**config.mk**
```make
export PLATFORM = sky130hd
export DESIGN_NAME = cla_adder_wb
export DESIGN_NICKNAME = d
export VERILOG_FILES = /design/src/logic/cla_pkg.sv /design/src/logic/cla_adder_wb.sv /design/src/logic/adder_regs.sv /design/src/logic/group_carry_unit.sv /design/src/logic/cla_group.sv
export VERILOG_INCLUDE_DIRS = /design/src /design/src/logic
export SDC_FILE = /design/constraint.sdc
export NUM_CORES = 1
export LEC_CHECK = 0
export BUFFER_PORTS_ARGS = -buffer_cell sky130_fd_sc_hd__buf_4
export CAP_MARGIN = 5
export CORE_MARGIN = 2
export CORE_UTILIZATION = 40
export DETAILED_ROUTE_END_ITERATION = 10
export PLACE_DENSITY = 0.66
export REMOVE_ABC_BUFFERS = 1
export SLEW_MARGIN = 30
export SYNTH_ARGS = -nofsm -noshare
export SYNTH_HDL_FRONTEND = slang
export SYNTH_SLANG_ARGS = --single-unit
```
**constraint.sdc**
```tcl
create_clock -name clk -period 5.95 [get_ports clk]
set_input_delay 1.19 -clock clk [delete_from_list [all_inputs] [get_ports clk]]
set_output_delay 1.19 -clock clk [all_outputs]
set_load 0.02 [all_outputs]
```
**src/logic/cla_settings.svh**
```systemverilog
`ifndef CLA_SETTINGS_SVH
`define CLA_SETTINGS_SVH

// datapath geometry.
`define CLA_WIDTH        32
`define CLA_GROUP_WIDTH  8
`define CLA_GROUPS       (`CLA_WIDTH / `CLA_GROUP_WIDTH)

// wishbone word address width.
`define CLA_ADR_WIDTH    3

//////////////////////////////
// register word addresses
//////////////////////////////
`define REG_OPA          0
`define REG_OPB          1
`define REG_CTRL         2
`define REG_RESULT       3
`define REG_STATUS       4

`endif
```
**src/logic/cla_pkg.sv**
```systemverilog
package cla_pkg;

`include "cla_settings.svh"

    // a full operand, or a full result.
    typedef logic [`CLA_WIDTH-1:0] operand_t;

    // one slice handled by a single group cell.
    typedef logic [`CLA_GROUP_WIDTH-1:0] group_t;

    // one bit per group cell.
    typedef logic [`CLA_GROUPS-1:0] group_bits_t;

    typedef logic [`CLA_ADR_WIDTH-1:0] wb_adr_t;

    typedef logic [31:0] wb_data_t;

    // bus handshake states of the register block.
    typedef enum logic {
        st_idle,
        st_ack
    } regs_state_t;

endpackage

```
**src/logic/cla_adder_wb.sv**
```systemverilog
`timescale 1ns/10ps

`include "cla_settings.svh"

module cla_adder_wb (
    input  logic               clk,
    input  logic               reset,
    input  logic               cyc,
    input  logic               stb,
    input  logic               we,
    input  cla_pkg::wb_adr_t   adr,
    input  cla_pkg::wb_data_t  dat_w,
    output cla_pkg::wb_data_t  dat_r,
    output logic               ack
);
    import cla_pkg::*;

    logic        launch;
    operand_t    op_a;
    operand_t    op_b_eff;
    logic        cin;
    operand_t    sum0;
    operand_t    sum1;
    group_bits_t gen;
    group_bits_t prop;
    logic        grp_valid;
    operand_t    result;
    logic        carry;
    logic        zero;
    logic        result_valid;

    adder_regs u_adder_regs (
        .clk          (clk),
        .reset        (reset),
        .cyc          (cyc),
        .stb          (stb),
        .we           (we),
        .adr          (adr),
        .dat_w        (dat_w),
        .dat_r        (dat_r),
        .ack          (ack),
        .launch       (launch),
        .op_a         (op_a),
        .op_b_eff     (op_b_eff),
        .cin          (cin),
        .result       (result),
        .carry        (carry),
        .zero         (zero),
        .result_valid (result_valid)
    );

    //////////////////////////////
    // group cells
    //////////////////////////////
    for (genvar i = 0; i < `CLA_GROUPS; i++) begin : u_group
        if (i == 0) begin : g_lead
            cla_group u_cla_group (
                .clk    (clk),
                .reset  (reset),
                .launch (launch),
                .a      (op_a[i*`CLA_GROUP_WIDTH +: `CLA_GROUP_WIDTH]),
                .b      (op_b_eff[i*`CLA_GROUP_WIDTH +: `CLA_GROUP_WIDTH]),
                .sum0   (sum0[i*`CLA_GROUP_WIDTH +: `CLA_GROUP_WIDTH]),
                .sum1   (sum1[i*`CLA_GROUP_WIDTH +: `CLA_GROUP_WIDTH]),
                .gen    (gen[i]),
                .prop   (prop[i]),
                .valid  (grp_valid)  // all cells run in lockstep.
            );
        end else begin : g_rest
            cla_group u_cla_group (
                .clk    (clk),
                .reset  (reset),
                .launch (launch),
                .a      (op_a[i*`CLA_GROUP_WIDTH +: `CLA_GROUP_WIDTH]),
                .b      (op_b_eff[i*`CLA_GROUP_WIDTH +: `CLA_GROUP_WIDTH]),
                .sum0   (sum0[i*`CLA_GROUP_WIDTH +: `CLA_GROUP_WIDTH]),
                .sum1   (sum1[i*`CLA_GROUP_WIDTH +: `CLA_GROUP_WIDTH]),
                .gen    (gen[i]),
                .prop   (prop[i]),
                .valid  ()
            );
        end
    end

    group_carry_unit u_group_carry_unit (
        .clk          (clk),
        .reset        (reset),
        .valid        (grp_valid),
        .cin          (cin),
        .sum0         (sum0),
        .sum1         (sum1),
        .gen          (gen),
        .prop         (prop),
        .result       (result),
        .carry        (carry),
        .zero         (zero),
        .result_valid (result_valid)
    );

endmodule

```
**src/logic/adder_regs.sv**
```systemverilog
`timescale 1ns/10ps

`include "cla_settings.svh"

module adder_regs (
    input  logic               clk,
    input  logic               reset,
    input  logic               cyc,
    input  logic               stb,
    input  logic               we,
    input  cla_pkg::wb_adr_t   adr,
    input  cla_pkg::wb_data_t  dat_w,
    output cla_pkg::wb_data_t  dat_r,
    output logic               ack,
    output logic               launch,
    output cla_pkg::operand_t  op_a,
    output cla_pkg::operand_t  op_b_eff,
    output logic               cin,
    input  cla_pkg::operand_t  result,
    input  logic               carry,
    input  logic               zero,
    input  logic               result_valid
);
    import cla_pkg::*;

    regs_state_t state;
    logic        req;
    logic        wr_ctrl;
    operand_t    op_b;
    logic        sub;
    operand_t    result_q;
    logic        carry_q;
    logic        zero_q;
    logic        done_q;
    wb_data_t    rd_data;

    //////////////////////////////
    // bus handshake
    //////////////////////////////
    assign req     = (state == st_idle) && cyc && stb;  // a new cycle is taken only while idle.
    assign ack     = (state == st_ack);
    assign wr_ctrl = req && we && (adr == wb_adr_t'(`REG_CTRL));

    always_ff @(posedge clk) begin
        if (reset) begin
            state <= st_idle;
        end else begin
            state <= req ? st_ack : st_idle;  // ack lasts one cycle.
        end
    end

    //////////////////////////////
    // operands and launch
    //////////////////////////////
    always_ff @(posedge clk) begin
        if (reset) begin
            op_a   <= '0;
            op_b   <= '0;
            sub    <= 1'b0;
            launch <= 1'b0;
        end else begin
            launch <= wr_ctrl;
            if (req && we) begin
                case (adr)
                    wb_adr_t'(`REG_OPA):  op_a <= dat_w;
                    wb_adr_t'(`REG_OPB):  op_b <= dat_w;
                    wb_adr_t'(`REG_CTRL): sub  <= dat_w[0];
                    default: ;  // read-only and unmapped words ignore writes.
                endcase
            end
        end
    end

    // a - b is a + ~b + 1, so the carry out reads as no borrow.
    assign op_b_eff = sub ? ~op_b : op_b;
    assign cin      = sub;

    //////////////////////////////
    // result and status
    //////////////////////////////
    always_ff @(posedge clk) begin
        if (reset) begin
            result_q <= '0;
            carry_q  <= 1'b0;
            zero_q   <= 1'b0;
            done_q   <= 1'b0;
        end else begin
            if (result_valid) begin
                result_q <= result;
                carry_q  <= carry;
                zero_q   <= zero;
                done_q   <= 1'b1;
            end
            if (wr_ctrl) begin
                done_q <= 1'b0;  // a fresh launch keeps done low until its own result.
            end
        end
    end

    always_comb begin
        case (adr)
            wb_adr_t'(`REG_OPA):    rd_data = op_a;
            wb_adr_t'(`REG_OPB):    rd_data = op_b;
            wb_adr_t'(`REG_CTRL):   rd_data = wb_data_t'(sub);
            wb_adr_t'(`REG_RESULT): rd_data = result_q;
            wb_adr_t'(`REG_STATUS): rd_data = wb_data_t'({zero_q, carry_q, done_q});
            default:                rd_data = '0;
        endcase
    end

    // read data is sampled with the request and held through ack.
    always_ff @(posedge clk) begin
        if (req) begin
            dat_r <= rd_data;
        end
    end

endmodule

```
**src/logic/group_carry_unit.sv**
```systemverilog
`timescale 1ns/10ps

`include "cla_settings.svh"

module group_carry_unit (
    input  logic                  clk,
    input  logic                  reset,
    input  logic                  valid,
    input  logic                  cin,
    input  cla_pkg::operand_t     sum0,
    input  cla_pkg::operand_t     sum1,
    input  cla_pkg::group_bits_t  gen,
    input  cla_pkg::group_bits_t  prop,
    output cla_pkg::operand_t     result,
    output logic                  carry,
    output logic                  zero,
    output logic                  result_valid
);
    import cla_pkg::*;

    logic                 cin_q;
    logic [`CLA_GROUPS:0] g_ext;  // cin sits below the group generates.
    logic [`CLA_GROUPS:0] gc;     // gc[k] is the carry into group k.
    logic                 term;
    operand_t             sum_sel;

    // taken on the same edge that the groups register their sums.
    always_ff @(posedge clk) begin
        cin_q <= cin;
    end

    assign g_ext = {gen, cin_q};

    //////////////////////////////
    // group lookahead
    //////////////////////////////
    always_comb begin
        term = 1'b0;
        for (int k = 0; k <= `CLA_GROUPS; k++) begin
            gc[k] = 1'b0;
            for (int j = 0; j <= k; j++) begin
                term = g_ext[j];
                for (int m = j; m < k; m++) begin
                    term = term & prop[m];  // carry made at j, passed by every group up to k.
                end
                gc[k] = gc[k] | term;
            end
        end
    end

    always_comb begin
        for (int i = 0; i < `CLA_GROUPS; i++) begin
            sum_sel[i*`CLA_GROUP_WIDTH +: `CLA_GROUP_WIDTH] =
                gc[i] ? sum1[i*`CLA_GROUP_WIDTH +: `CLA_GROUP_WIDTH]
                      : sum0[i*`CLA_GROUP_WIDTH +: `CLA_GROUP_WIDTH];
        end
    end

    always_ff @(posedge clk) begin
        if (valid) begin
            result <= sum_sel;
            carry  <= gc[`CLA_GROUPS];
            zero   <= ~|sum_sel;
        end
    end

    always_ff @(posedge clk) begin
        if (reset) begin
            result_valid <= 1'b0;
        end else begin
            result_valid <= valid;
        end
    end

endmodule

```
**src/logic/cla_group.sv**
```systemverilog
`timescale 1ns/10ps

`include "cla_settings.svh"

module cla_group (
    input  logic             clk,
    input  logic             reset,
    input  logic             launch,
    input  cla_pkg::group_t  a,
    input  cla_pkg::group_t  b,
    output cla_pkg::group_t  sum0,
    output cla_pkg::group_t  sum1,
    output logic             gen,
    output logic             prop,
    output logic             valid
);
    import cla_pkg::*;

    group_t                      p;
    group_t                      g;
    logic [`CLA_GROUP_WIDTH:0]   c0;     // carries for a carry-in of 0.
    logic [`CLA_GROUP_WIDTH:0]   run_p;  // and of all p below each bit.
    logic [`CLA_GROUP_WIDTH-1:0] c1;     // carries for a carry-in of 1.

    assign p = a ^ b;
    assign g = a & b;

    always_comb begin
        c0[0]    = 1'b0;
        run_p[0] = 1'b1;
        for (int i = 0; i < `CLA_GROUP_WIDTH; i++) begin
            c0[i+1]    = g[i] | (p[i] & c0[i]);
            run_p[i+1] = run_p[i] & p[i];
        end
    end

    // a carry-in of 1 only gets to bit i through an unbroken run of propagates.
    assign c1 = c0[`CLA_GROUP_WIDTH-1:0] | run_p[`CLA_GROUP_WIDTH-1:0];

    always_ff @(posedge clk) begin
        if (launch) begin
            sum0 <= p ^ c0[`CLA_GROUP_WIDTH-1:0];
            sum1 <= p ^ c1;
            gen  <= c0[`CLA_GROUP_WIDTH];     // carry out with nothing coming in.
            prop <= run_p[`CLA_GROUP_WIDTH];  // the whole group passes a carry.
        end
    end

    always_ff @(posedge clk) begin
        if (reset) begin
            valid <= 1'b0;
        end else begin
            valid <= launch;
        end
    end

endmodule

```
==> impl_metrics.ini <==
[timing]
setup_tns_ns = 0
finalSetupViolations = 0
tightest_slew_ns = 0.818
setup_slack_ns = 1.29
fmax_mhz = 215
slew_viol_final = 0
fin_crit_sh_pct = 78.3
fin_crit_ns = 4.66
maxSlewHeadroom_pct = 45.2
hold_violations = 0
rsz0062_at_grt = false
skew_ns = 0.00707

[clock_tree]
cts_root_buffer = clkbuf_16
cts-buffers-inserted = 26
h-tree-depth = 1
cts_tree = done
cts.path.max_buffers = 3
postCtsSetupBuffers = 0
clkTransAtPathRegs_ns = 0.06
cts.sinks = 243
hold_buffers = 0
worst_skew_pair.late_latency_ns = 0.53
cts_resized = 0

[yosys]
syn-cell-area_um2 = 11400
synth_largest_area_cell = edfxtp_1
synth-seq-cells = 243
ys_types = 41
synthCells = 1061
ys.flop_type = edfxtp_1
synth_edf_count = 138
synth.area.top_cells = edfxtp_1, dfxtp_1, nand2_1
yosysSeqAreaShare_pct = 55.0
avgSynthCellArea_um2 = 10.7
async_reset_ff_share_pct = 0
yosysTopAreaCellShare_pct = 36.5
yosysWarnings = 0

[global_route]
grt_use_total_pct = 16.4
grt_max_degree = 55
antenna_found_initial = 0
grt_pass1_wl_um = 39500
grt_overflow_total = 0
grt_pass1_vias = 7607

[flow_run]
maxCapViolations = 0

[pwr]
power_density_nw_per_um2 = 275
ir_drop_mv = 0.202
leakage_uw = 0.00511

[layout]
layout-drive-gt1-share_pct = 12.7
antennaDiodeCount = 0
seq_area_um2 = 6250
fillers = 2505
multiInputGateArea_um2 = 4530
area_growth_pct = 15.8
nets = 1226

[critical_path]
rr_worst_depth = 11
crit_arrival_ns = 4.92
start_kind = flip-flop
cp.required_ns = 6.21
endpoint_kind = flip-flop
worstPathMaxFanout = 15
worstSetupPathType = reg -> reg

[min_path]
whs_path_depth = 2
hold_class = reg -> reg

[routing]
drt_iter0_drc = 504
met2WireLength_um = 11700
finalWirelength_um = 24300
via_count = 7403
wl_per_cell_um = 16.0
drtPass1Iterations = 4
dr.max_layer_used = met4
dr_wl_met3_um = 1270
wl_met1_um = 10700
antenna_left = 0
viasPerCell = 4.87
drc = 0

[place]
portBuffers = 72
gp_congestion = 0.830
dp_hpwl_um = 15900
place_ws_ns = 1.29

[status]
outcome = finished clean

[floorplan]
core_um2 = 27900
start_util_pct = 40.8
fp-row-count = 61
die_y_um = 173
dieArea_um2 = 29800
die_w_um = 173
ios = 73
## cell families after synthesis
kind of cell               Yosys count  share of synthesized area [%]
adders and majority gates           64                           8.90
xor gates and xnor gates            60                           4.63
buffers and inverters              149                           5.19
muxes                               93                           8.49
and+or+nand+nor                    341                           12.6
DFF                                243                           55.0
AOI/OAI and AO/OA                  111                           5.24
## through the flow
stage	hold slack [ns]	instance area [um2]	utilization, %	power (uW)	instances
after floorplan	0.452	11100	-	1870	1008
after global placement	0.462	12300	44.0	1950	1472
after detailed placement	0.473	12300	44.0	1950	1472
after CTS	0.483	13200	47.2	3660	1519
after global routing	0.504	13200	47.2	3720	1519
final	0.479	13200	47.2	3620	1519
## report_power, final
group	total [uW]	internal, uW	switching [uW]
Sequential	1780	1780	7.72
Combinational	126	45.9	80.2
Clock	1710	1070	639
## cell type report
class / instances / share of cell area (%)
Clock buffer: 36 / 5.54
Clock inverter: 11 / 1.33
Inverter: 96 / 2.74
Multi-Input combinational cell: 669 / 34.4
Sequential cell: 243 / 47.5
Tap cell: 378 / 3.59
Timing Repair Buffer: 86 / 4.91
## synthesized netlist by cell type (5+ instances only)
cell type / instances
mux2_1: 11
a21oi_1: 97
edfxtp_1: 138
nor2_1: 105
dfxtp_1: 105
ha_1: 36
mux2i_1: 66
nand2_1: 185
buf_1: 5
xor2_1: 48
buf_2: 24
clkbuf_1: 24
inv_1: 96
fa_1: 28
mux2_2: 16
nand3_1: 10
nor2b_1: 8
nor4_1: 10
xnor2_1: 12
## layout by cell type, fill, tap and decap left out, types with 12 or more instances in the layout
master,synthesis,final
dfxtp_1,105,102
inv_1,96,96
xnor2_1,12,12
ha_1,36,36
nand2_1,185,185
fa_1,28,28
mux2i_1,66,66
nor2_1,105,105
mux2_2,16,16
xor2_1,48,48
clkbuf_16,0,27
buf_4,0,86
edfxtp_1,138,138
a21oi_1,97,97
## critical path, cell delays in order, from the launching register on
cell	delay, ns
dfxtp_2	0.65
buf_4	0.28
xor2_1	0.21
inv_1	0.08
fa_1	0.41
fa_1	0.46
fa_1	0.45
fa_1	0.45
fa_1	0.45
fa_1	0.42
inv_1	0.10
fa_1	0.43
## per-layer routing
layer | vias to the layer above | track usage [%]
li1 | 3625 | -
met1 | 3590 | 21.4
met2 | 147 | 28.0
met3 | 41 | 2.29
met4 | 0 | 5.52
met5 | - | 0
## registers in the layout (all words and copies together), names as in the netlist, 3 cells and up
| register | cells |
|---|---|
| u_group.g_lead.u_cla_group.sum0 | 8 |
| u_adder_regs.dat_r | 32 |
| u_adder_regs.op_b | 32 |
| u_group_carry_unit.result | 32 |
| u_adder_regs.op_a | 32 |
| u_group.g_rest.u_cla_group.sum1 | 24 |
| u_group.g_lead.u_cla_group.sum1 | 8 |
| u_group.g_rest.u_cla_group.prop | 3 |
| u_group.g_rest.u_cla_group.sum0 | 24 |
| u_group.g_rest.u_cla_group.gen | 3 |
| u_adder_regs.result_q | 32 |
## final timing paths
| kind | from | to | slack, ns |
|---|---|---|---|
| setup / recovery | u_adder_regs.cin | u_group[2].g_rest.u_cla_group.sum0[7] | 1.29 |
| hold reg to reg | u_group_carry_unit.result[22] | u_adder_regs.result_q[22] | 0.48 |
| hold / removal | u_group_carry_unit.result[22] | u_adder_regs.result_q[22] | 0.48 |
| setup reg to reg | u_adder_regs.cin | u_group[2].g_rest.u_cla_group.sum0[7] | 1.29 |
(Power assumes the default switching activity.)
